$ cat config.mk
export PLATFORM = sky130hd
export DESIGN_NAME = bus_port_ctrl_flat
export DESIGN_NICKNAME = d
export VERILOG_FILES = /design/src/verilog/mem_sys_pkg.sv /design/src/verilog/mem_access_if.sv /design/src/verilog/bus_port_ctrl.sv /design/src/flat_wrapper.sv
export SDC_FILE = /design/constraint.sdc
export NUM_CORES = 1
export LEC_CHECK = 0
export ABC_AREA = 1
export BUFFER_PORTS_ARGS = -buffer_cell sky130_fd_sc_hd__buf_4
export CAP_MARGIN = 40
export CORE_AREA = 2 2 81 83
export CTS_BUF_LIST = sky130_fd_sc_hd__clkbuf_4 sky130_fd_sc_hd__clkbuf_8 sky130_fd_sc_hd__clkbuf_16
export CTS_CLUSTER_DIAMETER = 80
export DETAILED_ROUTE_END_ITERATION = 12
export DIE_AREA = 0 0 83 85
export PLACE_DENSITY = 0.64
export SLEW_MARGIN = 40
export SYNTH_ARGS = -nofsm -noshare
export SYNTH_HDL_FRONTEND = slang
export SYNTH_SLANG_ARGS = --single-unit
$ cat constraint.sdc
create_clock -name clk_i -period 1.8 [get_ports clk_i]
set_input_delay 0.36 -clock clk_i [delete_from_list [all_inputs] [get_ports clk_i]]
set_output_delay 0.36 -clock clk_i [all_outputs]
set_load 0.05 [all_outputs]
$ cat src/verilog/mem_sys_pkg.sv
package mem_sys_pkg;

  // ----------------------------------------------------------------------
  // bus geometry
  // ----------------------------------------------------------------------
  localparam int ADDR_W     = 32;            // byte address
  localparam int DATA_W     = 32;            // one word per beat
  localparam int STRB_W     = DATA_W / 8;    // one enable per byte
  localparam int RAM_ADDR_W = 12;            // 4096 words in the RAM
  localparam int REGION_LSB = 20;            // region field is addr[21:20]

  // ----------------------------------------------------------------------
  // exit block offsets and magic values
  // ----------------------------------------------------------------------
  localparam logic [7:0] EXIT_STATUS_OFS = 8'h00;  // test status word
  localparam logic [7:0] EXIT_CODE_OFS   = 8'h04;  // exit with written value
  localparam logic [7:0] EXIT_ZERO_OFS   = 8'h10;  // exit with zero

  localparam logic [DATA_W-1:0] PASS_MAGIC = 32'd123456789;  // status value for pass
  localparam logic [DATA_W-1:0] FAIL_CODE  = 32'd1;          // status value for fail

  // targets on the load/store side
  typedef enum logic [1:0] {
    REGION_RAM   = 2'd0,  // RAM port B
    REGION_PRINT = 2'd1,  // byte sink
    REGION_EXIT  = 2'd2,  // exit and test status
    REGION_NONE  = 2'd3   // unmapped, error response
  } mem_region_e;

endpackage

$ cat src/verilog/mem_access_if.sv
`timescale 1ns/100ps

// one word access, sampled by the slave on the clock edge where en is high
interface mem_access_if;
  import mem_sys_pkg::*;

  logic              en;     // access strobe
  logic [STRB_W-1:0] we;     // byte write enables, zero for a read
  logic [ADDR_W-1:0] addr;   // byte address
  logic [DATA_W-1:0] wdata;  // write data
  logic [DATA_W-1:0] rdata;  // valid the cycle after en, held until next en

  modport master (
    output en, we, addr, wdata,
    input  rdata
  );

  modport slave (
    input  en, we, addr, wdata,
    output rdata
  );

endinterface

$ cat src/verilog/bus_port_ctrl.sv
`timescale 1ns/100ps

// single-beat valid/ready port, one response in flight
module bus_port_ctrl (
  input  logic                            clk_i,
  input  logic                            rst_i,
  // request channel
  input  logic                            req_valid_i,
  output logic                            req_ready_o,
  input  logic [mem_sys_pkg::ADDR_W-1:0]  addr_i,
  input  logic                            we_i,
  input  logic [mem_sys_pkg::STRB_W-1:0]  wstrb_i,
  input  logic [mem_sys_pkg::DATA_W-1:0]  wdata_i,
  // response channel
  output logic                            rsp_valid_o,
  input  logic                            rsp_ready_i,
  output logic [mem_sys_pkg::DATA_W-1:0]  rdata_o,
  // word access toward the target
  mem_access_if.master                    acc
);

  logic accept;       // request transfers this cycle
  logic rsp_valid_q;  // response held for the requester
  logic write_q;      // held response belongs to a write

  // ----------------------------------------------------------------------
  // request side
  // ----------------------------------------------------------------------
  assign req_ready_o = ~rsp_valid_q | rsp_ready_i;  // free slot or slot emptied now
  assign accept      = req_valid_i & req_ready_o;

  assign acc.en    = accept;                   // target samples on this edge
  assign acc.we    = we_i ? wstrb_i : '0;      // strobes only count for writes
  assign acc.addr  = addr_i;
  assign acc.wdata = wdata_i;

  // ----------------------------------------------------------------------
  // response side
  // ----------------------------------------------------------------------
  always_ff @(posedge clk_i) begin
    if (rst_i) begin
      rsp_valid_q <= 1'b0;
      write_q     <= 1'b0;
    end else if (accept) begin
      rsp_valid_q <= 1'b1;              // data arrives one cycle later
      write_q     <= we_i;
    end else if (rsp_ready_i) begin
      rsp_valid_q <= 1'b0;              // taken, slot free again
    end
  end

  assign rsp_valid_o = rsp_valid_q;
  // target holds rdata until the next en, so no capture register is needed
  assign rdata_o     = write_q ? '0 : acc.rdata;

  // a stalled response keeps valid and data
  a_rsp_hold : assert property (@(posedge clk_i) disable iff (rst_i)
    (rsp_valid_o && !rsp_ready_i) |=> (rsp_valid_o && $stable(rdata_o)))
    else $error("response dropped or changed under back-pressure");

endmodule

$ cat src/flat_wrapper.sv
// flat-port wrapper written by rule: the top's interface ports become plain ports
module bus_port_ctrl_flat 
  (clk_i, rst_i, req_valid_i, req_ready_o, addr_i, we_i, wstrb_i, wdata_i, rsp_valid_o, rsp_ready_i, rdata_o, acc_en, acc_we, acc_addr, acc_wdata, acc_rdata);
  mem_access_if acc_i ();
  input  logic clk_i;
  input  logic rst_i;
  input  logic req_valid_i;
  output logic req_ready_o;
  input  logic [mem_sys_pkg::ADDR_W-1:0] addr_i;
  input  logic we_i;
  input  logic [mem_sys_pkg::STRB_W-1:0] wstrb_i;
  input  logic [mem_sys_pkg::DATA_W-1:0] wdata_i;
  output logic rsp_valid_o;
  input  logic rsp_ready_i;
  output logic [mem_sys_pkg::DATA_W-1:0] rdata_o;
  output wire logic [$bits(acc_i.en)-1:0] acc_en;
  output wire logic [$bits(acc_i.we)-1:0] acc_we;
  output wire logic [$bits(acc_i.addr)-1:0] acc_addr;
  output wire logic [$bits(acc_i.wdata)-1:0] acc_wdata;
  input wire logic [$bits(acc_i.rdata)-1:0] acc_rdata;
  assign acc_en = acc_i.en;
  assign acc_we = acc_i.we;
  assign acc_addr = acc_i.addr;
  assign acc_wdata = acc_i.wdata;
  assign acc_i.rdata = acc_rdata;
  bus_port_ctrl u_core (.clk_i(clk_i), .rst_i(rst_i), .req_valid_i(req_valid_i), .req_ready_o(req_ready_o), .addr_i(addr_i), .we_i(we_i), .wstrb_i(wstrb_i), .wdata_i(wdata_i), .rsp_valid_o(rsp_valid_o), .rsp_ready_i(rsp_ready_i), .rdata_o(rdata_o), .acc(acc_i));
endmodule
After elaboration in Yosys (flattened, before gate mapping)
Index checks and enable logic that the tools add are counted.
{"block": "totals", "register_bits": 2, "latchBits": 0, "ram_bits": 0, "rom_bits": 0, "inputBits": 105, "output_inout_bits": 103, "mem_count": 0}
{"block": "classes", "addsub": 0, "n_mul": 0, "div_mod_pow": 0, "n_lt_le_gt_ge": 0, "eq_ne": 0, "shifts": 0, "mux": 4, "bitwise_logic": 3, "reduce_logical": 1}
{"operator": "$mux W32", "count": 1}
{"operator": "$mux W4", "count": 1}
{"operator": "$mux W1", "count": 2}
{"operator": "$reduce_bool A2 Y1", "count": 1}
{"operator": "$and A1 B1 Y1", "count": 1}
{"operator": "$not A1 Y1", "count": 1}
{"operator": "$or A1 B1 Y1", "count": 1}

Depth between registers and ports, before layout
{"block": "logic_depth", "word_depth": 4, "mapped_depth": 5, "mapped_depth_nobuf": 5}

Worst setup path before layout
Ideal clock, no wire load.
{"block": "synth_path", "path_kind": "reg-to-output", "startpoint": "register u_core.rsp_valid_q (netlist: u_core.rsp_valid_o)", "endpoint": "output acc_en", "arrival_ps": 1332, "required_time_ps": 1440, "setup_slack_ps": 108, "stages_incl_launch_ff": 2, "n_path_buf": 0, "cell_sequence": "dfxtp_1 > a21oi_1"}
{"block": "synth_between", "elab_chain_cells": 3}
{"item": "from (decl)", "line": "bus_port_ctrl.sv:23", "text": "logic rsp_valid_q;"}
{"item": "from (signal assigned)", "line": "bus_port_ctrl.sv:42", "text": "rsp_valid_q <= 1'b0;"}
{"item": "from (signal assigned)", "line": "bus_port_ctrl.sv:45", "text": "rsp_valid_q <= 1'b1;"}
{"item": "from (signal assigned)", "line": "bus_port_ctrl.sv:48", "text": "rsp_valid_q <= 1'b0;"}
{"item": "$not A1 Y1", "line": "bus_port_ctrl.sv:29", "text": "assign req_ready_o = ~rsp_valid_q | rsp_ready_i;"}
{"item": "$or A1 B1 Y1", "line": "bus_port_ctrl.sv:29"}
{"item": "$and A1 B1 Y1", "line": "bus_port_ctrl.sv:30", "text": "assign accept = req_valid_i & req_ready_o;"}
{"item": "to (decl)", "line": "flat_wrapper.sv:16", "text": "output wire logic [$bits(acc_i.en)-1:0] acc_en;"}
Every way passes these cells.

Final worst setup path
{"block": "layout_path", "startpoint": "register u_core.write_q", "endpoint": "output rdata_o[29] (netlist name)"}
{"block": "layout_between", "elab_chain_cells": 1}
{"item": "from (decl)", "line": "bus_port_ctrl.sv:24", "text": "logic write_q;"}
{"item": "from (signal assigned)", "line": "bus_port_ctrl.sv:46", "text": "write_q <= we_i;"}
{"item": "$mux W32", "line": "bus_port_ctrl.sv:54", "text": "assign rdata_o = write_q ? '0 : acc.rdata;"}
{"item": "to (decl)", "line": "flat_wrapper.sv:15", "text": "output logic [mem_sys_pkg::DATA_W-1:0] rdata_o;"}
Every way passes these cells.

==> metrics.txt <==
commonest non-fill, non-tap cell in the layout buf_4; number of detailed-route iterations in the first pass 4; Worst Path Arrival 1140 ps; Slew Viols, Final 0; CTS tree done; Antenna Violating Nets Remaining 0; # fillers 720; status completed; Overflow after GRT 0; # rows 29; number of global-route vias before repair 776; multiplexer area fraction after synthesis 0%; main combinational cell family by area after synthesis buffers and inverters; WHS 313.1 ps; RSZ-0062 raised after global routing no; Max FO, Critical Path 32; total number of vias 771; first-pass GRT wire length 3498 um; Initial Util 14.30%; layout cells sized above 1 50.60%; skew final 1.691 ps; mapped cell area 887.1 um^2; library cells used by synthesis 9; antenna diode count 0; largest net degree at the start of global routing 33; Worst-Margin Slew 321.0 ps; Startpoint Class flop; #FFs+latches synth 2; Critical Path RT 1440 ps; Syn. warnings 0; fin util 17.73%; Mapped Avg Cell Area 5.798 um^2; Post-CTS Resized 0; post-synthesis simple-gate area fraction 17.63%; Fin. Hold Viols 0; post-CTS setup buffer count 0; Power Density 630.4 mW/mm^2; initial antenna violation count 0; DR iter-0 viols 23; adder-cell area share of the yosys netlist 0%; worst hold-check path type in2reg; final period utilization 83.33%; static leakage 0.7447 nW; core area 0.006205 mm^2; Setup CP Type reg2out; area delta synth->final 23.98%; sequential-to-total area share from yosys stat 4.513%; fin worst setup slack 300.0 ps; die area 0.007055 mm^2; total negative slack 0 ps; clk_lat worst skew 210 ps; CTS Buffer Depth 2; worst slack at placement 503.8 ps; H-tree levels 1; Synth Net Count 258; VDD IR max 0.2067 mV; vias per cell 3.147; Total Power 0.6933 mW; Die Span X 83 um; Residual DRC 0; Layout Nets 275; All-Layer GR Usage 6.056%; max_slew headroom 78.60%; final setup vio count 0; CTS buffer count 3; IO buf count 79; post-detail-place hpwl 1900 um; min cycle time layout 1500 ps; Synth Area in Compound Gates 1.693%; commonest cells after routing, fill and taps aside buf_4 (80), inv_1 (40), nor2_1 (31); Fmax 666.7 MHz; number of max-cap violations 0; CP Capture Type primary output; root buffer cell clkbuf_8; wire per inst 9.029 um; I/O pins 208; cts hold-fix bufs 0; Die Y-Extent 85 um; Mapped Cells 153; RD Place Congestion 0.6712; Post-Synth XOR/XNOR Area 0%; CTS sink cnt 2; clock-pin slew on the worst setup and hold paths 30 ps; Routed WL 2212 um
## synth_stat cells
master    n  area (um^2)
a21oi_1   3        15.01
buf_4    64        480.5
buf_6     4        45.04
dfxtp_1   2        40.04
inv_1    40        150.1
nand2_1   6        22.52
nand3_1   1        5.000
nor2_1   31        116.4
nor2_2    2        12.51
## cells by family after synthesis
family | after synthesis
AO/OA/AOI/OAI | 3
buffers and inverters | 108
AND/OR/NAND/NOR | 40
flip-flops | 2
## layout make-up
| class | instances | area, um^2 | area share (%) |
|---|---|---|---|
| Clock buffer | 3 | 41.29 | 3.754 |
| Inverter | 40 | 150.1 | 13.65 |
| Multi-Input combinational cell | 43 | 171.4 | 15.59 |
| Sequential cell | 2 | 40.04 | 3.641 |
| Tap cell | 77 | 96.34 | 8.760 |
| Timing Repair Buffer | 80 | 600.6 | 54.61 |
## worst max-delay path: stages (launching register included)
cell	delay (ps)
dfxtp_1	310
buf_4	310
nor2_1	100
buf_4	200
## routing by layer
layer  global-route usage (%)  vias to the layer above  part of all wire [%]
li1                         -                      385                     -
met1                    4.781                      301                    30
met2                    9.238                       65                    48
met3                    5.545                       20                    16
met4                    4.918                        0                   5.7
met5                        0                        -                     0
## flip-flops by register name (all words and copies together), names as in the netlist
register	count
u_core.write_q	1
u_core.rsp_valid_o	1
## through the flow
step	cells	cell area, um^2
6_report	245	1100
5_1_grt	245	1100
4_1_cts	245	1100
3_3_place_gp	242	1059
2_1_floorplan	153	887.1
3_5_place_dp	242	1059
## power by group
part | internal, mW | total (mW) | switching [mW]
Combinational | 0.159 | 0.473 | 0.314
Clock | 0.141 | 0.171 | 0.0301
Sequential | 0.0480 | 0.0497 | 0.00172
## path summary, 6_finish.rpt
kind | depth (start not counted) | start | endpoint | slack, ps
worst min-delay path | 2 | rst_i | u_core.rsp_valid_o$_SDFFE_PP0P_ | 310
worst max register to register | 3 | u_core.rsp_valid_o$_SDFFE_PP0P_ | u_core.write_q$_SDFFE_PP0P_ | 1050
worst min register to register | 2 | u_core.write_q$_SDFFE_PP0P_ | u_core.write_q$_SDFFE_PP0P_ | 480
worst max-delay path | 3 | u_core.write_q$_SDFFE_PP0P_ | rdata_o[29] | 300
Power figures use the tool's default switching activity.
