===== src/verilog/mem_sys_pkg.sv =====
package mem_sys_pkg;

  // ----------------------------------------------------------------------
  // bus geometry
  // ----------------------------------------------------------------------
  localparam int ADDR_W     = 32;            // byte address
  localparam int DATA_W     = 32;            // one word per beat
  localparam int STRB_W     = DATA_W / 8;    // one enable per byte
  localparam int RAM_ADDR_W = 12;            // 4096 words in the RAM
  localparam int REGION_LSB = 20;            // region field is addr[21:20]

  // ----------------------------------------------------------------------
  // exit block offsets and magic values
  // ----------------------------------------------------------------------
  localparam logic [7:0] EXIT_STATUS_OFS = 8'h00;  // test status word
  localparam logic [7:0] EXIT_CODE_OFS   = 8'h04;  // exit with written value
  localparam logic [7:0] EXIT_ZERO_OFS   = 8'h10;  // exit with zero

  localparam logic [DATA_W-1:0] PASS_MAGIC = 32'd123456789;  // status value for pass
  localparam logic [DATA_W-1:0] FAIL_CODE  = 32'd1;          // status value for fail

  // targets on the load/store side
  typedef enum logic [1:0] {
    REGION_RAM   = 2'd0,  // RAM port B
    REGION_PRINT = 2'd1,  // byte sink
    REGION_EXIT  = 2'd2,  // exit and test status
    REGION_NONE  = 2'd3   // unmapped, error response
  } mem_region_e;

endpackage


===== src/verilog/mem_access_if.sv =====
`timescale 1ns/100ps

// one word access, sampled by the slave on the clock edge where en is high
interface mem_access_if;
  import mem_sys_pkg::*;

  logic              en;     // access strobe
  logic [STRB_W-1:0] we;     // byte write enables, zero for a read
  logic [ADDR_W-1:0] addr;   // byte address
  logic [DATA_W-1:0] wdata;  // write data
  logic [DATA_W-1:0] rdata;  // valid the cycle after en, held until next en

  modport master (
    output en, we, addr, wdata,
    input  rdata
  );

  modport slave (
    input  en, we, addr, wdata,
    output rdata
  );

endinterface


===== src/verilog/host_io_regs.sv =====
`timescale 1ns/100ps

// print byte sink and exit/test-status block
module host_io_regs (
  input  logic                           clk_i,
  input  logic                           rst_i,
  mem_access_if.slave                    bus,
  output logic                           print_valid_o,
  output logic [7:0]                     print_data_o,
  output logic                           tests_passed_o,
  output logic                           tests_failed_o,
  output logic                           exit_valid_o,
  output logic [mem_sys_pkg::DATA_W-1:0] exit_value_o
);
  import mem_sys_pkg::*;

  mem_region_e region;    // print or exit, from the address
  logic [7:0]  ofs;       // offset inside the exit block
  logic        wr;        // write with at least one byte enabled

  assign region = mem_region_e'(bus.addr[REGION_LSB +: 2]);
  assign ofs    = bus.addr[7:0];
  assign wr     = bus.en && (|bus.we);

  // ----------------------------------------------------------------------
  // pulse flags, high for the cycle after the write edge
  // ----------------------------------------------------------------------
  always_ff @(posedge clk_i) begin
    if (rst_i) begin
      print_valid_o  <= 1'b0;
      tests_passed_o <= 1'b0;
      tests_failed_o <= 1'b0;
      exit_valid_o   <= 1'b0;
    end else begin
      print_valid_o  <= wr && (region == REGION_PRINT);
      tests_passed_o <= wr && (region == REGION_EXIT) && (ofs == EXIT_STATUS_OFS)
                        && (bus.wdata == PASS_MAGIC);
      tests_failed_o <= wr && (region == REGION_EXIT) && (ofs == EXIT_STATUS_OFS)
                        && (bus.wdata == FAIL_CODE);
      exit_valid_o   <= wr && (region == REGION_EXIT)
                        && ((ofs == EXIT_CODE_OFS) || (ofs == EXIT_ZERO_OFS));
    end
  end

  // ----------------------------------------------------------------------
  // payload, loaded with the matching pulse
  // ----------------------------------------------------------------------
  always_ff @(posedge clk_i) begin
    if (wr && (region == REGION_PRINT)) begin
      print_data_o <= bus.wdata[7:0];      // low byte only
    end
    if (wr && (region == REGION_EXIT)) begin
      if (ofs == EXIT_CODE_OFS) begin
        exit_value_o <= bus.wdata;
      end else if (ofs == EXIT_ZERO_OFS) begin
        exit_value_o <= '0;
      end
    end
  end

  assign bus.rdata = '0;                   // write-only block

endmodule


===== src/flat_wrapper.sv =====
// flat-port wrapper written by rule: the top's interface ports become plain ports
module host_io_regs_flat import mem_sys_pkg::*;
  (clk_i, rst_i, print_valid_o, print_data_o, tests_passed_o, tests_failed_o, exit_valid_o, exit_value_o, bus_en, bus_we, bus_addr, bus_wdata, bus_rdata);
  mem_access_if bus_i ();
  input  logic clk_i;
  input  logic rst_i;
  output logic print_valid_o;
  output logic [7:0] print_data_o;
  output logic tests_passed_o;
  output logic tests_failed_o;
  output logic exit_valid_o;
  output logic [mem_sys_pkg::DATA_W-1:0] exit_value_o;
  input wire logic [$bits(bus_i.en)-1:0] bus_en;
  input wire logic [$bits(bus_i.we)-1:0] bus_we;
  input wire logic [$bits(bus_i.addr)-1:0] bus_addr;
  input wire logic [$bits(bus_i.wdata)-1:0] bus_wdata;
  output wire logic [$bits(bus_i.rdata)-1:0] bus_rdata;
  assign bus_i.en = bus_en;
  assign bus_i.we = bus_we;
  assign bus_i.addr = bus_addr;
  assign bus_i.wdata = bus_wdata;
  assign bus_rdata = bus_i.rdata;
  host_io_regs u_core (.clk_i(clk_i), .rst_i(rst_i), .bus(bus_i), .print_valid_o(print_valid_o), .print_data_o(print_data_o), .tests_passed_o(tests_passed_o), .tests_failed_o(tests_failed_o), .exit_valid_o(exit_valid_o), .exit_value_o(exit_value_o));
endmodule

===== config.mk =====
export PLATFORM = sky130hd
export DESIGN_NAME = host_io_regs_flat
export DESIGN_NICKNAME = d
export VERILOG_FILES = /design/src/verilog/mem_sys_pkg.sv /design/src/verilog/mem_access_if.sv /design/src/verilog/host_io_regs.sv /design/src/flat_wrapper.sv
export SDC_FILE = /design/constraint.sdc
export NUM_CORES = 1
export LEC_CHECK = 0
export ABC_CLOCK_PERIOD_IN_PS = 7400
export BUFFER_PORTS_ARGS = -buffer_cell sky130_fd_sc_hd__buf_2
export CAP_MARGIN = 20
export CORE_ASPECT_RATIO = 0.75
export CORE_MARGIN = 2
export CORE_UTILIZATION = 43
export CTS_CLUSTER_DIAMETER = 80
export DETAILED_ROUTE_END_ITERATION = 12
export MAX_ROUTING_LAYER = met4
export PLACE_DENSITY = 0.87
export SYNTH_ARGS = -nofsm -noshare
export SYNTH_HDL_FRONTEND = slang
export SYNTH_SLANG_ARGS = --single-unit

===== constraint.sdc =====
create_clock -name clk_i -period 7.4 [get_ports clk_i]
set_input_delay 0.74 -clock clk_i [delete_from_list [all_inputs] [get_ports clk_i]]
set_output_delay 0.74 -clock clk_i [all_outputs]
set_load 0.02 [all_outputs]

Yosys cells after proc, flatten, opt, wreduce, memory -nomap -nowiden
Index checks and enable logic that the tools add are counted.
{"block": "word_totals", "word_cells": 26, "input_bits": 71, "out_inout_bits": 76, "regBits": 44}
{"block": "op_classes", "reduce_logical": 12, "muxes": 2, "n_eq_ne": 6}
{"cell": "2-to-1 mux 32 bit", "n": 2}
{"cell": "equality test 32 x 1 -> 1 bit (second input constant)", "n": 1}
{"cell": "equality test 32 x 27 -> 1 bit (second input constant)", "n": 1}
{"cell": "equality test 8 x 3 -> 1 bit (second input constant)", "n": 1}
{"cell": "equality test 8 x 5 -> 1 bit (second input constant)", "n": 1}
{"cell": "logical NOT 8 bit", "n": 1}
{"cell": "logical AND 1 bit", "n": 7}
{"cell": "OR reduction 4 bit", "n": 1}
{"cell": "equality test 2 x 1 -> 1 bit (second input constant)", "n": 1}
{"cell": "equality test 2 bit (second input constant)", "n": 1}
{"cell": "AND reduction 2 bit", "n": 1}
{"cell": "nonzero test 2 bit", "n": 1}
{"cell": "logical OR 1 bit", "n": 1}

Longest topological paths before layout
{"block": "depth", "ltp_word": 5, "depth_mapped": 4, "mapped_depth_nobuf": 3}

Least setup slack after synthesis
Ideal clock, no wire load.
{"block": "synth_timing", "kind": "input port to flip-flop", "from": "input bus_addr[5]", "to": "register u_core.exit_value_o[0] (netlist name), enable pin", "setup_ps": 461, "cell_stages": 3, "n_path_buf": 0, "setup_slack_ps": 3602, "arrival_time_ps": 3337, "path_cell_list": "nor4_4 > nand2_1 > nor3_1"}
{"block": "synth_between", "elab_chain_len": 3, "elab_cells_between_ends": 4, "classes_between": "eq/ne: 2; reduce/logical: 2"}
{"item": "from (decl)", "line_no": "flat_wrapper.sv:15", "source": "input wire logic [$bits(bus_i.addr)-1:0] bus_addr;"}
{"item": "equality test 8 x 5 -> 1 bit or equality test 8 x 3 -> 1 bit (tied branches)", "line_no": "host_io_regs.sv:55, host_io_regs.sv:53"}
{"item": "nonzero test 2 bit (no line) *"}
{"item": "AND reduction 2 bit (no line) *"}
{"item": "to (signal assigned)", "line_no": "host_io_regs.sv:54", "source": "exit_value_o <= bus.wdata;"}
{"item": "to (decl)", "line_no": "host_io_regs.sv:13", "source": "output logic [mem_sys_pkg::DATA_W-1:0] exit_value_o"}
Mark *: on every way between the ends. The rest lies on a longest branch, timed or not.
A chain may end at the register's enable or synchronous reset.

Worst setup path in the final report
{"block": "layout_timing", "from": "input bus_addr[5]", "to": "register u_core.exit_value_o[27] (netlist name), enable pin"}
Same word-level chain as after synthesis.

==> results.md <==
Logic synthesis:
- The most common flop cell mapped by yosys is sky130_fd_sc_hd__edfxtp_1.
- The compound-gate portion of the synthesized area is 0%.
- Measured against the total synthesized area, the mux share comes to 0%.
- The post-synthesis cell count is about 150.
- The post-synth design cell area is between 0.002 and 0.0025 sq mm.
- The combinational family with the most area after synthesis is simple AND/OR/NAND/NOR gates.
- By area the synthesized netlist is led by sky130_fd_sc_hd__edfxtp_1 60%, sky130_fd_sc_hd__buf_4 12%, sky130_fd_sc_hd__and2_1 10%, sky130_fd_sc_hd__dfxtp_1 4.0%, sky130_fd_sc_hd__nor4_1 2.8%.
- For this run, the number of Yosys warnings is 0.
- The synthesized design spends more area on one cell type than any other, namely sky130_fd_sc_hd__edfxtp_1.
- The count of state elements after synthesis is 44.
- Counting flops with an async set or reset pin after synthesis yields a share of 0%.
- Summing the areas of all and, or, nand and nor instances in the mapped netlist gives 21.6% of the synthesized area.
- The share of Yosys cell area claimed by the top area cell type is around three fifths.
- The netlist uses 21 different library cells.
- By count the netlist is led by 40 x sky130_fd_sc_hd__edfxtp_1, 32 x sky130_fd_sc_hd__and2_1, 32 x sky130_fd_sc_hd__buf_4, 9 x sky130_fd_sc_hd__nor4_1, 5 x sky130_fd_sc_hd__nand4_1.
- Yosys instantiated no cell more often than sky130_fd_sc_hd__edfxtp_1.
- The synthesized netlist devotes less than 1% of its cell area to XOR and XNOR gates.
- In this run, synthesis inferred 40 flip-flops with an integrated enable.
- The arithmetic-cell share of the synthesized area counting full adders, half adders and majority gates is 0%.
- The post-synthesis average cell area is approximately 14 sq um.
- The sequential element share of the synthesized area is 64.0%.

Clocking:
- The number of clock buffers inserted by TritonCTS is 5.
- Counting every sink on the clock net gives 44.
- After clock tree synthesis, the clock-pin slew on the worst setup and hold paths is ~80 ps.
- The post-CTS setup buffer count is 0.
- The maximum level of the CTS H-tree is 2.
- In this run the deepest clock path goes through 2 buffers.
- CTS placed an instance of sky130_fd_sc_hd__clkbuf_8 at the clock tree root.
- TritonCTS built the clock tree.
- The number of hold buffers added after CTS is 0.
- After clock tree synthesis, the repair step resized 0 gates.

Outcome:
- The run finished with clean final reports.

Setup path:
- The required time reported for the critical path endpoint is approximately 7400 ps.
- The endpoint type of the worst setup path is a flop.
- The signal arrival time at the worst endpoint is 1860 ps.
- The critical path in this run is classified as in -> reg.
- The worst setup path is launched from an input pin.
- The maximum fanout count along the critical path is 19.

Power:
- In this run the static leakage power is approximately 0.00093 uW.
- For this design the ratio of total power to cell area is 185 mW/mm^2.
- The highest ir drop seen on vdd is around 0.000096 V.

Global route:
- The number of antenna violations at the first check in global routing is 0.
- The first global-routing pass estimated 5890 um of wire.
- The global-route congestion overflow total is 0.
- The most used routing layer is met2.
- Global routing used about 5.6% of the available met3 tracks.
- The met2 track demand over resource is between 20% and 30%.
- The largest net degree at the start of global routing is 33.
- The number of global-route vias before repair is roughly 1200.
- Global routing consumed, on the met1 layer, 19.1% of the routing resources.
- Global routing used about 16% of the available tracks.

STA:
- The hold violation count in the final report is 0.
- The post-route fraction of the period consumed by the critical path is between 20% and 30%.
- The final max-slew violation count is 0.
- For the final routed database, the setup TNS stands at 0 ps.
- The routed design could run at a clock period as short as about 1900 ps.
- The final worst-path setup slack is 5520 ps.
- Setup repair after global routing left no endpoint under its margin.
- The peak clock frequency supported by timing is around 530 MHz.
- Setup violations remaining at the end of the flow were counted as 0.

Place:
- The placer's final routability congestion estimate is between 0.6 and 0.7.
- The number of port buffers is 92.
- The detailed placer's ending HPWL is about 3200 um.
- OpenSTA, run right after detailed placement, puts the worst setup slack at ~4500 ps.

Run:
- Max-cap violations in this run came to 0.

Drt:
- The first detailed-routing pass ran for 5 iterations.
- The count of nets left with antenna violations after detail routing is 0.
- The total wire length after detailed routing is 4130 um.
- Using the TritonRoute via totals, the vias-per-cell ratio works out to approximately 4.6.
- The detailed router finished its first iteration with 55 violations.
- The routed layout has roughly 1400 vias.
- For this run, design rule violations remaining after detail routing come to 0.
- In the final routed layout, each cell accounts on average for around 14 um.

Die:
- The row count is 21.
- The floorplan step defined a die boundary enclosing between 0.005 and 0.006 sq mm.
- During I/O placement, the number of pins put on the boundary was roughly 150.
- The core area is 0.00447 sq mm.
- The initial utilization of the core area, before any placement, comes to 44.8%.
- The die is ~83 um wide.
- The die is 63.1 um tall.

Layout:
- The fraction of final layout cells with drive strength greater than 1 is between 40% and 50%.
- The utilization of the core after routing is 55.6%.
- The area growth from synthesis to layout is 24.1%.
- The number of inserted diodes is 0.
- The net count of the finished layout is 313.

Min path:
- The worst min-delay path class is in -> reg.
[final timing paths]
path	startpoint	endpoint	slack [ps]	cells after the start
setup / recovery	bus_addr[5]	u_core.exit_value_o[27]	5520	5
hold / removal	bus_wdata[1]	u_core.print_data_o[1]	650	1
[cells in the final DEF, fill, tap and decap left out, drive strengths merged]
cell      count
buf          94
and3b         1
nor3          3
clkinv        1
and3          1
nor2b         1
nor4         11
nand4         5
and2         32
nand3         3
xnor2         1
edfxtp       40
dfxtp         4
clkinvlp      1
nand2         2
conb         32
clkbuf        6
and4b         1
nor2          2
or4           2
[worst max-delay path, cell delays in order]
cell	delay, ps
sky130_fd_sc_hd__buf_2	110
sky130_fd_sc_hd__nor4_4	310
sky130_fd_sc_hd__nand2_1	120
sky130_fd_sc_hd__nor3_2	240
sky130_fd_sc_hd__buf_4	330
[registers in the layout (all words and copies together) (netlist names)]
name                   cells
u_core.exit_valid_o        1
u_core.exit_value_o       32
u_core.print_data_o        8
u_core.print_valid_o       1
u_core.tests_failed_o      1
u_core.tests_passed_o      1
[layout make-up]
class                           instances  area, sq um
Tap cell                               57         71.3
Fill cell                             398         1980
Clock inverter                          2         12.5
Sequential cell                        44         1280
Timing Repair Buffer                   94          479
Clock buffer                            6         72.6
Multi-Input combinational cell         97          567
[metal layers]
metal	vias up	part of all wire [%]
li1	649	-
met1	641	39
met2	97	49
met3	2	12
met4	0	0.41
met5	-	0
[through the flow]
step | power [uW] | hold WS [ps] | area, sq um | cells
3_3_place_gp | 319 | 944 | 2390 | 291
3_5_place_dp | 320 | 950 | 2390 | 291
5_1_grt | 480 | 635 | 2480 | 300
4_1_cts | 464 | 640 | 2470 | 299
6_report | 460 | 651 | 2480 | 300
2_1_floorplan | 312 | 804 | 2120 | 176
[kinds of logic (layout without fill, tap and decap cells)]
kind of cell,Yosys count,in the layout
buffers and inverters,35,102
AND/OR/NAND/NOR,64,64
other,1,32
flip-flops,44,44
XOR/XNOR,1,1
[report_power, final]
part           switching (uW)  internal (uW)
registers               0.672            270
clock network            79.5           66.0
logic                    30.4           13.6
(Power assumes the default switching activity.)
