===== src/verilog/mem_sys_pkg.sv =====
package mem_sys_pkg;

  // ----------------------------------------------------------------------
  // bus geometry
  // ----------------------------------------------------------------------
  localparam int ADDR_W     = 32;            // byte address
  localparam int DATA_W     = 32;            // one word per beat
  localparam int STRB_W     = DATA_W / 8;    // one enable per byte
  localparam int RAM_ADDR_W = 12;            // 4096 words in the RAM
  localparam int REGION_LSB = 20;            // region field is addr[21:20]

  // ----------------------------------------------------------------------
  // exit block offsets and magic values
  // ----------------------------------------------------------------------
  localparam logic [7:0] EXIT_STATUS_OFS = 8'h00;  // test status word
  localparam logic [7:0] EXIT_CODE_OFS   = 8'h04;  // exit with written value
  localparam logic [7:0] EXIT_ZERO_OFS   = 8'h10;  // exit with zero

  localparam logic [DATA_W-1:0] PASS_MAGIC = 32'd123456789;  // status value for pass
  localparam logic [DATA_W-1:0] FAIL_CODE  = 32'd1;          // status value for fail

  // targets on the load/store side
  typedef enum logic [1:0] {
    REGION_RAM   = 2'd0,  // RAM port B
    REGION_PRINT = 2'd1,  // byte sink
    REGION_EXIT  = 2'd2,  // exit and test status
    REGION_NONE  = 2'd3   // unmapped, error response
  } mem_region_e;

endpackage


===== src/verilog/mem_access_if.sv =====
`timescale 1ns/100ps

// one word access, sampled by the slave on the clock edge where en is high
interface mem_access_if;
  import mem_sys_pkg::*;

  logic              en;     // access strobe
  logic [STRB_W-1:0] we;     // byte write enables, zero for a read
  logic [ADDR_W-1:0] addr;   // byte address
  logic [DATA_W-1:0] wdata;  // write data
  logic [DATA_W-1:0] rdata;  // valid the cycle after en, held until next en

  modport master (
    output en, we, addr, wdata,
    input  rdata
  );

  modport slave (
    input  en, we, addr, wdata,
    output rdata
  );

endinterface


===== src/verilog/data_region_decoder.sv =====
`timescale 1ns/100ps

// steers load/store accesses to RAM, host I/O or nowhere
module data_region_decoder (
  input  logic          clk_i,
  input  logic          rst_i,
  mem_access_if.slave   upstream,   // from the load/store port
  mem_access_if.master  ram_side,   // RAM port B
  mem_access_if.master  io_side,    // print and exit block
  output logic          err_o       // response belongs to an unmapped access
);
  import mem_sys_pkg::*;

  mem_region_e region;     // target of the current access
  mem_region_e region_q;   // target of the access being answered
  logic        is_io;      // print or exit

  // ----------------------------------------------------------------------
  // decode and forward
  // ----------------------------------------------------------------------
  assign region = mem_region_e'(upstream.addr[REGION_LSB +: 2]);
  assign is_io  = (region == REGION_PRINT) || (region == REGION_EXIT);

  assign ram_side.en    = upstream.en && (region == REGION_RAM);
  assign ram_side.we    = upstream.we;
  assign ram_side.addr  = upstream.addr;
  assign ram_side.wdata = upstream.wdata;

  assign io_side.en     = upstream.en && is_io;
  assign io_side.we     = upstream.we;
  assign io_side.addr   = upstream.addr;   // host I/O needs region and offset
  assign io_side.wdata  = upstream.wdata;

  // ----------------------------------------------------------------------
  // return path
  // ----------------------------------------------------------------------
  always_ff @(posedge clk_i) begin
    if (rst_i) begin
      region_q <= REGION_RAM;              // no error after reset
    end else if (upstream.en) begin
      region_q <= region;                  // held until the next access
    end
  end

  always_comb begin
    case (region_q)
      REGION_RAM:   upstream.rdata = ram_side.rdata;
      REGION_PRINT,
      REGION_EXIT:  upstream.rdata = io_side.rdata;   // host I/O reads as zero
      default:      upstream.rdata = '0;              // unmapped
    endcase
  end

  assign err_o = (region_q == REGION_NONE);

  // host I/O answers every access with zero data
  a_io_rdata_zero : assert property (@(posedge clk_i) disable iff (rst_i)
    ((region_q == REGION_PRINT) || (region_q == REGION_EXIT)) |-> (io_side.rdata == '0))
    else $error("host I/O response returned nonzero data");

endmodule


===== src/flat_wrapper.sv =====
// flat-port wrapper written by rule: the top's interface ports become plain ports
module data_region_decoder_flat import mem_sys_pkg::*;
  (clk_i, rst_i, err_o, upstream_en, upstream_we, upstream_addr, upstream_wdata, upstream_rdata, ram_side_en, ram_side_we, ram_side_addr, ram_side_wdata, ram_side_rdata, io_side_en, io_side_we, io_side_addr, io_side_wdata, io_side_rdata);
  mem_access_if upstream_i ();
  mem_access_if ram_side_i ();
  mem_access_if io_side_i ();
  input  logic clk_i;
  input  logic rst_i;
  output logic err_o;
  input wire logic [$bits(upstream_i.en)-1:0] upstream_en;
  input wire logic [$bits(upstream_i.we)-1:0] upstream_we;
  input wire logic [$bits(upstream_i.addr)-1:0] upstream_addr;
  input wire logic [$bits(upstream_i.wdata)-1:0] upstream_wdata;
  output wire logic [$bits(upstream_i.rdata)-1:0] upstream_rdata;
  output wire logic [$bits(ram_side_i.en)-1:0] ram_side_en;
  output wire logic [$bits(ram_side_i.we)-1:0] ram_side_we;
  output wire logic [$bits(ram_side_i.addr)-1:0] ram_side_addr;
  output wire logic [$bits(ram_side_i.wdata)-1:0] ram_side_wdata;
  input wire logic [$bits(ram_side_i.rdata)-1:0] ram_side_rdata;
  output wire logic [$bits(io_side_i.en)-1:0] io_side_en;
  output wire logic [$bits(io_side_i.we)-1:0] io_side_we;
  output wire logic [$bits(io_side_i.addr)-1:0] io_side_addr;
  output wire logic [$bits(io_side_i.wdata)-1:0] io_side_wdata;
  input wire logic [$bits(io_side_i.rdata)-1:0] io_side_rdata;
  assign upstream_i.en = upstream_en;
  assign upstream_i.we = upstream_we;
  assign upstream_i.addr = upstream_addr;
  assign upstream_i.wdata = upstream_wdata;
  assign upstream_rdata = upstream_i.rdata;
  assign ram_side_en = ram_side_i.en;
  assign ram_side_we = ram_side_i.we;
  assign ram_side_addr = ram_side_i.addr;
  assign ram_side_wdata = ram_side_i.wdata;
  assign ram_side_i.rdata = ram_side_rdata;
  assign io_side_en = io_side_i.en;
  assign io_side_we = io_side_i.we;
  assign io_side_addr = io_side_i.addr;
  assign io_side_wdata = io_side_i.wdata;
  assign io_side_i.rdata = io_side_rdata;
  data_region_decoder u_core (.clk_i(clk_i), .rst_i(rst_i), .upstream(upstream_i), .ram_side(ram_side_i), .io_side(io_side_i), .err_o(err_o));
endmodule

===== config.mk =====
export PLATFORM = sky130hd
export DESIGN_NAME = data_region_decoder_flat
export DESIGN_NICKNAME = d
export VERILOG_FILES = /design/src/verilog/mem_sys_pkg.sv /design/src/verilog/mem_access_if.sv /design/src/verilog/data_region_decoder.sv /design/src/flat_wrapper.sv
export SDC_FILE = /design/constraint.sdc
export NUM_CORES = 1
export LEC_CHECK = 0
export BUFFER_PORTS_ARGS = -buffer_cell sky130_fd_sc_hd__buf_2
export CORE_AREA = 10 10 110 112
export DETAILED_ROUTE_END_ITERATION = 8
export DIE_AREA = 0 0 120 122
export PLACE_DENSITY = 0.63
export SLEW_MARGIN = 20
export SYNTH_ARGS = -nofsm -noshare
export SYNTH_HDL_FRONTEND = slang
export SYNTH_SLANG_ARGS = --single-unit

===== constraint.sdc =====
create_clock -name clk_i -period 1.65 [get_ports clk_i]
set_clock_uncertainty 0.1 [all_clocks]
set_input_delay 0.33 -clock clk_i [delete_from_list [all_inputs] [get_ports clk_i]]
set_output_delay 0.33 -clock clk_i [all_outputs]
set_load 0.01 [all_outputs]

After elaboration in Yosys (flattened, before gate mapping):

Index checks and enable logic that the tools add are counted.

* register bits: 2
* input port bits: 135
* output and inout bits: 171
* logic and storage cells: 13

* equal/unequal tests: 5
* muxes and demuxes: 1
* reductions and logical operators: 6

Operators with widths (number)
* $pmux 32 s2: 1
* $eq 2x2->1 const B: 3
* $eq 2x1->1 const B: 2
* $logic_not 2->1: 2
* $logic_and 1x1->1: 2
* $reduce_or 2->1: 1
* $logic_or 1x1->1: 1

Logic depth before layout (Yosys ltp):

Gate-level depths: netlist (run 1).

* depth in word-level cells: 3
* gate-level depth with buffers: 5
* depth with buffers taken out: 4

Least setup slack after synthesis (run 1):

No wires, ideal clock.

* path type: reg-to-output
* start: register u_core.region_q[0]
* end: output port upstream_rdata[11]
* arrival time: 1.161 ns
* data required time: 1.220 ns
* setup slack: 0.059 ns
* cell stages (with the launch flop): 6
* path buffers: 1
* cells stage by stage: dfxtp_1 -> inv_1 -> ha_1 -> buf_6 -> a22oi_1 -> nor2_1

* longest elaborated chain between the ends: 3
* elaborated cells between the ends (all ways): 5
* classes of those cells: 2 x eq/ne; 1 x mux; 2 x reduce/logical

Ends and longest elaborated chain
* from (decl): line data_region_decoder.sv:15 `mem_region_e region_q;`
* from (signal assigned): line data_region_decoder.sv:41 `region_q <= region;`
* $eq 2x1->1 / $eq 2x2->1 (equally long branches): line data_region_decoder.sv:46 `case (region_q)`
* $reduce_or 2->1: line data_region_decoder.sv:46
* $pmux 32 s2 *: line data_region_decoder.sv:46
* to (decl): line flat_wrapper.sv:14 `output wire logic [$bits(upstream_i.rdata)-1:0] upstream_rdata;`

Every way passes the cells marked *; elsewhere a longest branch is shown, timed or not.

Worst setup path in the final report (run 1):

* start: register u_core.region_q[0]
* end: output port upstream_rdata[8]

The elaborated chain is that of the path after synthesis.

==> results of run 1 <==
layout make-up:
type	instances	area [um2]
clock buffer	3	41.29
multi-input combinational	74	553.0
fill	1169	8559
inverter	4	15.01
tap	136	170.2
sequential	2	42.54
timing repair buffer	117	664.4
kinds of logic (layout without fill, tap and decap cells):
logic type | after synthesis | in the layout | synth area share [%]
buffers and inverters | 149 | 124 | 68.85
adders and majority gates | 4 | 4 | 3.084
AOI/OAI and AO/OA | 32 | 32 | 15.73
DFF | 2 | 2 | 2.467
and+or+nand+nor | 36 | 36 | 8.635
muxes | 2 | 2 | 1.234
what timing repair did:
item	CTS	global route
cloned	1	1
pin swaps	1	0
setup buffers	0	0
endpoints found under the setup margin	32	32
resized for setup	20	5
critical path, cell delays in order, from the launching register on:
cell       delay, ps
dfxtp_2          320
inv_2             50
ha_4             280
clkbuf_16        190
a22oi_1          170
nor2_1            50
buf_2            140
synth_stat cells (all sizes together):
cell    number  share of area (%)
buf        144                 68
nor2        34                7.9
a22oi       32                 16
ha           4                3.1
inv          4               0.92
and2         2               0.77
dfxtp        2                2.5
mux2i        2                1.2
clkbuf       1               0.23
power by group:
group          internal (mW)  switching (mW)
logic                  0.266           0.285
registers             0.0523         0.00188
clock network          0.154          0.0387
total                  0.472           0.326
metrics by stage:
stage / instance area, um2 / hold WS [ps]
after floorplan: 1623 / 302.4
after CTS: 1444 / 196.3
after global placement: 1311 / 421.6
final: 1486 / 198.3
after detailed placement: 1311 / 425.7
after global routing: 1486 / 207.3
final timing paths:
check	from	endpoint	slack, ps	cells after the start
max	u_core.region_q[0]	upstream_rdata[8]	-200	6
min	rst_i	u_core.region_q[0]	200	2
max reg2reg	u_core.region_q[0]	u_core.region_q[0]	810	3
min reg2reg	u_core.region_q[1]	u_core.region_q[1]	540	3
layer usage:
layer | routed length [um] | share of wire (%)
met1 | 1705 | 29
met2 | 3092 | 52
met3 | 752 | 13
met4 | 351 | 5.9
met5 | 0 | 0
==> metrics.md, run 1 <==
| Metric | Value |
|---|---|
| Final Power | 797.6 uW |
| Die width | 120 um |
| ANT cells | 0 |
| Flip-flop count of the largest register after layout | 2 |
| Largest net degree at the start of global routing | 23 |
| Vias in the first global route | approximately 1,400 |
| First-pass GRT wire length | approximately 8 mm |
| Most Used Layer, Global Route | met2 |
| Fmax | 0.5417 GHz |
| Clock transition at path regs | about 30 ps |
| Relative max-transition margin | 88.17% |
| TritonRoute pass-1 iters | 4 |
| Vias | 1,214 |
| Post-route ant nets | 0 |
| Worst-skew pair later-pin latency | 210 ps |
| Crit path max fanout | 11 |
| Share of cells above drive strength 1 | 71.50% |
| Mapped Nets | approximately 360 |
| Pwr Density | 536.6 nW/um2 |
| Slew Limit Fails | 0 |
| Setup TNS | -5181 ps |
| Placed Cells | 331 |
| Hold Buf Count CTS | 0 |
| Syn. warnings | 0 |
| Via/cell ratio | ~3.6 |
| Final estimated routing congestion in global placement | roughly 0.68 |
| Placed wire-length estimate | roughly 4.7 mm |
| Unrepaired setup endpoints after global routing | yes |
| CTS root buffer | clkbuf_8 |
| Met2 Use GR | 12.76% |
| P_leak | about 0.8 nW |
| Layout Nets | 341 |
| Kind of critical path | reg -> out |
| Post-synthesis cell type count | 12 |
| Status | finished, violations left |
| Clock tree buffer depth | 2 |
| M1 GR Usage | under 10% |
| Post-route non-filler standard cell count | 336 |
| Critical Path RT | approximately 1200 ps |
| PortBufs | 107 |
| CTS tree | yes |
| Area Growth Syn to Fin | -8.404% |
| CTS Buf Count | 3 |
| Avg Synthesized Cell Area | 7.212 um2 |
| Commonest cells after routing, fill and taps aside | 107 x buf_2, 34 x nor2_1, 18 x a22oi_2, 14 x a22oi_1, 4 x buf_4 |
| Top Registers | u_core.region_q (2) |
| Initial core utilization | 16.15% |
| Initial antenna violation count | 0 |
| Grt ovf | 0 |
| Final period util | 111.9% |
| CP endpoint kind | primary output |
| Ports | 306 |
| Std cell rows | 37 |
| CTS sink cnt | 2 |
| Detailed Route Iter0 Violations | 33 |
| Min Clock Period, post-route | 1846 ps |
| Final WS setup | -195.9 ps |
| Worst EP arrival | 1420 ps |
| VDD IR max | 0.1902 mV |
| Synthesis-stage register bit count | 2 |
| DRC errors left | 0 |
| Post-Synthesis Cells | ~230 |
| GRT Overall Usage | 7.065% |
| Setup violators final | 32 |
| DIE AREA | 14,640 um2 |
| Routed WL | 5.901 mm |
| Worst-Margin Slew | 177.5 ps |
| Core area | 10,050 um2 |
| GR Util met3 | 3.747% |
| Wire per inst | 17.56 um |
| Commonest non-fill, non-tap cell in the layout | buf_2 |
| Top reg by flops | u_core.region_q |
| Synthesized cell area | 1623 um2 |
| Die Y | about 120 um |
| Crit path launch type | flip-flop |
| Max-cap violations | 0 |
| Pre-CTS setup slack | -67.12 ps |
| Seq/Total Area, Yosys | 2.467% |
| Worst hold path class | in -> reg |
| Final Hold Fails | 0 |
| Failing checks | negative setup slack |
| Final Core Density | 14.80% |
| H-tree depth | 1 |
Note: power is estimated with default switching activity, not from simulation.
==> run 2, diff against run 1 <==
--- a/config.mk
+++ b/config.mk
@@ -14,3 +14,4 @@
 export SYNTH_ARGS = -nofsm -noshare
 export SYNTH_HDL_FRONTEND = slang
 export SYNTH_SLANG_ARGS = --single-unit
+export TNS_END_PERCENT = 5
==> run 2 against run 1 <==
Register-to-register slack hardly changed. Hold slack barely moved. Routed wire length is 5.5% lower. Critical endpoint is now upstream_rdata[20]. Design area decreased by 5.4%. First-iteration DRC count is 3.0% higher. The flow still finishes with violations (negative setup slack).
==> metrics.md, run 2 (same netlist as run 1, synthesis figures left out) <==
| Metric | Value |
|---|---|
| Clock network power share | between 20% and 30% |
| Critical Path RT | 1220 ps |
| Die width | 120 um |
| H-tree depth | 1 |
| Die Y | 122 um |
| Status | finished, violations left |
| Share of cells above drive strength 1 | about two thirds |
| DRC errors left | 0 |
| Setup bufs post-CTS | 0 |
| Vias | 1,195 |
| Relative max-transition margin | 88.22% |
| Post-route non-filler standard cell count | 334 |
| Pwr Density | 532.3 nW/um2 |
| Unrepaired setup endpoints after global routing | yes |
| GRT Overall Usage | 6.835% |
| CTS tree | yes |
| Via/cell ratio | around 3.6 |
| Failing checks | negative setup slack |
| Sw Pwr | 304.3 uW |
| Crit path max-delay family | buffers and inverters |
| Slew Limit Fails | 0 |
| R2r setup slk | about 810 ps |
| End of the worst hold path | u_core.region_q[0] |
| Crit path max-delay cell type | dfxtp_2 |
| Largest net degree at the start of global routing | 23 |
| Final WS setup | -162.2 ps |
| HP Start | rst_i |
| Placed wire-length estimate | 4.748 mm |
| Final estimated routing congestion in global placement | 0.6807 |
| Worst-skew pair later-pin latency | 210 ps |
| Combinational power share | 67.0% |
| Fmax | approximately 0.55 GHz |
| Critical path buffers and inverters | 3 |
| Wire per inst | between 15 and 20 um |
| Flip-flop count of the largest register after layout | 2 |
| Worst r2r path cells | 3 |
| Placed Cells | roughly 330 |
| Clock transition at path regs | approximately 30 ps |
| Commonest cells after routing, fill and taps aside | 107 x buf_2, 34 x nor2_1, 22 x a22oi_1, 10 x a22oi_2, 5 x buf_4 |
| R2R Path End | u_core.region_q[0] |
| Final Power | 748.6 uW |
| Part of the power in registers | 7.2% |
| Core area | 10,050 um2 |
| Crit path max fanout | 10 |
| Area Growth Syn to Fin | -13.34% |
| CTS root buffer | clkbuf_8 |
| Hold-critical path depth | 2 |
| Kind of critical path | reg -> out |
| Layout Nets | roughly 340 |
| Worst hold path class | in -> reg |
| Reg2reg start | u_core.region_q[0] |
| Initial core utilization | 16.15% |
| Hold Buf Count CTS | 0 |
| Grt ovf | 0 |
| Min Clock Period, post-route | 1812 ps |
| Ports | 306 |
| Top Registers | u_core.region_q (2) |
| CTS Buf Count | 3 |
| First-pass GRT wire length | just under 8 mm |
| Final Hold Fails | 0 |
| Max incr delay on CP | around 320 ps |
| Std cell rows | 37 |
| Initial antenna violation count | 0 |
| Max-cap violations | 0 |
| Vias in the first global route | 1,408 |
| Clock tree buffer depth | 2 |
| CP endpoint kind | primary output |
| Routed WL | 5.578 mm |
| Top reg by flops | u_core.region_q |
| Worst EP arrival | 1380 ps |
| Pint | 444.2 uW |
| CP Cell Sequence | inv_2, ha_4, buf_4, a22oi_1, nor2_1, buf_2 |
| Switching Share | 40.66% |
| Final period util | 109.8% |
| TritonRoute pass-1 iters | 4 |
| ANT cells | 0 |
| P_leak | ~0.77 nW |
| Detailed Route Iter0 Violations | 34 |
| Worst-Margin Slew | 176.8 ps |
| CTS sink cnt | 2 |
| Setup violators final | 32 |
| Post-route ant nets | 0 |
| Commonest non-fill, non-tap cell in the layout | buf_2 |
| DIE AREA | approximately 15,000 um2 |
| PortBufs | 107 |
| VDD IR max | 0.1824 mV |
| Crit path launch type | flip-flop |
## run 2: changes by cell type in the layout (fill, tap and decap cells not counted), sizes merged
cell / previous run / this run
buf: 116 / 115
clkbuf: 4 / 3
## run 2: per-layer routing
layer / part of all wire, % / wire [um] / up-vias / global-route usage [%]
met5: 0 / 0 / - / 0
li1: - / - / 540 / -
met4: 6.3 / 351 / 0 / 6.184
met2: 53 / 2929 / 94 / 12.14
met3: 14 / 774 / 59 / 3.747
met1: 27 / 1523 / 502 / 5.280
## run 2: worst max path at each step
stage	depth (start not counted)	to	slack, ps	from
2_1_floorplan	5	upstream_rdata[11]	60	u_core.region_q[0]
3_3_place_gp	6	upstream_rdata[7]	-50	u_core.region_q[0]
3_5_place_dp	6	upstream_rdata[11]	-70	u_core.region_q[0]
4_1_cts	6	upstream_rdata[20]	-160	u_core.region_q[0]
5_1_grt	6	upstream_rdata[21]	-240	u_core.region_q[0]
6_report	6	upstream_rdata[20]	-160	u_core.region_q[0]
## run 2: final cells by class
type | instances | area (um2)
clock buffers | 3 | 41.29
well taps | 136 | 170.2
multi-input cells | 74 | 513.0
fillers | 1172 | 8640
repair buffers | 115 | 624.3
flip-flops and latches | 2 | 42.54
inverters | 4 | 15.01
## run 2: repair_timing
| action | CTS | global route |
|---|---|---|
| gates resized for setup | 12 | 1 |
| pin swaps | 0 | 0 |
| setup endpoints to repair | 32 | 32 |
## run 2: worst register-to-register path, cell delays in order, from the launching register on
cell	delay (ps)
dfxtp_2	310
buf_4	140
mux2i_1	120
nor2_1	60
## run 2: power groups by stage
stage / Clock, mW / Sequential (mW) / Combinational (mW)
6_report: 0.193 / 0.0542 / 0.501
3_5_place_dp: 0 / 0.0537 / 0.486
5_1_grt: 0.200 / 0.0544 / 0.551
2_1_floorplan: 0 / 0.0546 / 0.581
4_1_cts: 0.201 / 0.0542 / 0.508
3_3_place_gp: 0 / 0.0536 / 0.475
## run 2: stage by stage
step	worst slack (ps)	instance area [um2]	utilization [%]	hold slack (ps)	TNS, ps
5_1_grt	-237.3	1406	14.00	207.3	-6445
3_5_place_dp	-67.12	1311	13.05	425.7	-1014
3_3_place_gp	-50.44	1311	13.05	421.6	-403.6
4_1_cts	-159.7	1401	13.95	196.3	-4506
2_1_floorplan	58.64	1623	-	302.4	0
6_report	-162.2	1406	14.00	198.3	-4357
==> run 3, diff against run 2 <==
--- a/config.mk
+++ b/config.mk
@@ -6,10 +6,10 @@
 export NUM_CORES = 1
 export LEC_CHECK = 0
 export BUFFER_PORTS_ARGS = -buffer_cell sky130_fd_sc_hd__buf_2
-export CORE_AREA = 10 10 110 112
+export CORE_AREA = 2 2 117 119
 export DETAILED_ROUTE_END_ITERATION = 8
-export DIE_AREA = 0 0 120 122
-export PLACE_DENSITY = 0.63
+export DIE_AREA = 0 0 119 121
+export PLACE_DENSITY = 0.53
 export SLEW_MARGIN = 20
 export SYNTH_ARGS = -nofsm -noshare
 export SYNTH_HDL_FRONTEND = slang
==> constraint.sdc (replaced) <==
create_clock -name clk_i -period 1.95 [get_ports clk_i]
set_clock_uncertainty 0.1 [all_clocks]
set_input_delay 0.39 -clock clk_i [delete_from_list [all_inputs] [get_ports clk_i]]
set_output_delay 0.39 -clock clk_i [all_outputs]
set_load 0.01 [all_outputs]
==> run 3 against run 2 <==
Non-clock buffer count is 1 lower. Cell count is 12% higher. Sequential cell count stayed put. Routed wire length is 3.7% lower. Sequential share of layout area is 0.29 points lower. The flow now finishes without violations. Clock-buffer cell count stayed put. Sequential power is 16% lower. Largest power group unchanged. Critical path depth stayed put. Utilization is 2.4 points lower. Register-to-register slack better by 310 ps.
==> metrics.md, run 3 (same netlist as run 1, synthesis figures left out) <==
| Metric | Value |
|---|---|
| Unrepaired setup endpoints after global routing | yes |
| Clock transition at path regs | 30 ps |
| Area Growth Syn to Fin | -6.862% |
| Post-route cell area | about 1500 um2 |
| Crit path max fanout | 21 |
| Kind of critical path | reg -> out |
| PortBufs | ~110 |
| P_leak | a little under 0.8 nW |
| Reg area | 41.29 um2 |
| Flip-flop count of the largest register after layout | 2 |
| First-pass GRT wire length | 7.314 mm |
| Die width | between 100 and 150 um |
| Crit path launch type | flip-flop |
| TritonRoute pass-1 iters | 3 |
| Top Registers | u_core.region_q (2) |
| Clock tree buffer depth | 2 |
| Vias in the first global route | 1,332 |
| CP endpoint kind | primary output |
| Final WS setup | roughly 48 ps |
| Grt ovf | 0 |
| Fmax | 0.5259 GHz |
| Vias | approximately 1,300 |
| Worst-skew pair later-pin latency | approximately 220 ps |
| H-tree depth | 1 |
| Relative max-transition margin | 83.53% |
| Setup TNS | 0 ps |
| Final Power | approximately 780 uW |
| Layout Nets | 338 |
| Core area | 13,090 um2 |
| GRT Overall Usage | 6.759% |
| Dpl cell area | ~1300 um2 |
| CTS tree | yes |
| CTS root buffer | clkbuf_16 |
| # fillers | 1,540 |
| Top reg by flops | u_core.region_q |
| Status | complete, no violations |
| Detailed Route Iter0 Violations | 23 |
| Final Hold Fails | 0 |
| Largest net degree at the start of global routing | 33 |
| Pwr Density | 513.4 nW/um2 |
| Slew Limit Fails | 0 |
| Worst-Margin Slew | 247.0 ps |
| CTS Buf Count | 3 |
| Max-cap violations | 0 |
| Placed wire-length estimate | 4.674 mm |
| Die Y | 121 um |
| DIE AREA | between 10,000 and 15,000 um2 |
| Initial core utilization | 12.40% |
| Worst hold path class | in -> reg |
| Post-route ant nets | 0 |
| VDD IR max | 0.4870 mV |
| Critical Path RT | 1460 ps |
| Commonest non-fill, non-tap cell in the layout | buf_2 |
| Via/cell ratio | 3.394 |
| Share of cells above drive strength 1 | about two thirds |
| Commonest cells after routing, fill and taps aside | 107 x buf_2, 34 x nor2_1, 17 x a22oi_1, 15 x a22oi_2, 4 x inv_1 |
| ANT cells | 0 |
| Routed WL | 5.370 mm |
| Final period util | 97.52% |
| Hold Buf Count CTS | 0 |
| Worst Hold Slack | around 240 ps |
| Initial antenna violation count | 0 |
| Setup violators final | 0 |
| CTS sink cnt | 2 |
| Area of the multi-input gates | roughly 540 um2 |
| Wire per inst | 14.40 um |
| Ports | 306 |
| Pre-CTS setup slack | 160.7 ps |
| Worst EP arrival | roughly 1400 ps |
| DRC errors left | 0 |
| Std cell rows | 42 |
| Final estimated routing congestion in global placement | around 0.8 |
| Min Clock Period, post-route | 1902 ps |
[run 3: changes by cell type in the layout (fill, tap and decap cells not counted), sizes merged]
cell	delta
buf	-1
[run 3: area by class of cell]
| class | instances | area share [%] |
|---|---|---|
| Clock buffer | 3 | 4.967 |
| Inverter | 4 | 0.9934 |
| Multi-Input combinational cell | 74 | 35.76 |
| Sequential cell | 2 | 2.732 |
| Tap cell | 176 | 14.57 |
| Timing Repair Buffer | 114 | 40.98 |
[run 3: layer usage]
metal | track usage, % | wire length (um)
met5 | 0 | 0
met4 | 3.125 | 160
met2 | 14.30 | 2974
met3 | 4.746 | 1061
met1 | 3.923 | 1175
[run 3: final timing paths]
check | slack [ps] | cells past startpoint | startpoint | end
worst max-delay path | 50 | 6 | u_core.region_q[1] | upstream_rdata[3]
worst min-delay path | 240 | 2 | rst_i | u_core.region_q[1]
worst max register to register | 1120 | 3 | u_core.region_q[0] | u_core.region_q[0]
worst min register to register | 510 | 3 | u_core.region_q[1] | u_core.region_q[1]
[run 3: power breakdown]
group	total [mW]	internal, mW	switching [mW]
registers	0.0453	0.0440	0.00131
logic	0.417	0.203	0.214
clock network	0.314	0.261	0.0524
total	0.776	0.508	0.268
[run 3: per-stage QoR]
step / cells / util, %
2_1_floorplan: 225 / -
3_3_place_gp: 370 / 10.15
3_5_place_dp: 370 / 10.15
4_1_cts: 373 / 10.83
5_1_grt: 373 / 11.55
6_report: 373 / 11.55
[run 3: worst max-delay path: stages (launching register included)]
cell and delay [ps]:
dfxtp_1 320, inv_1 70, ha_4 290, buf_12 160
a22oi_1 100, nor2_1 110, buf_2 140
[run 3: repair_timing]
action	4_1_cts	5_1_grt
gates resized for setup	3	20
buffers inserted	0	0
endpoints found under the setup margin	23	32
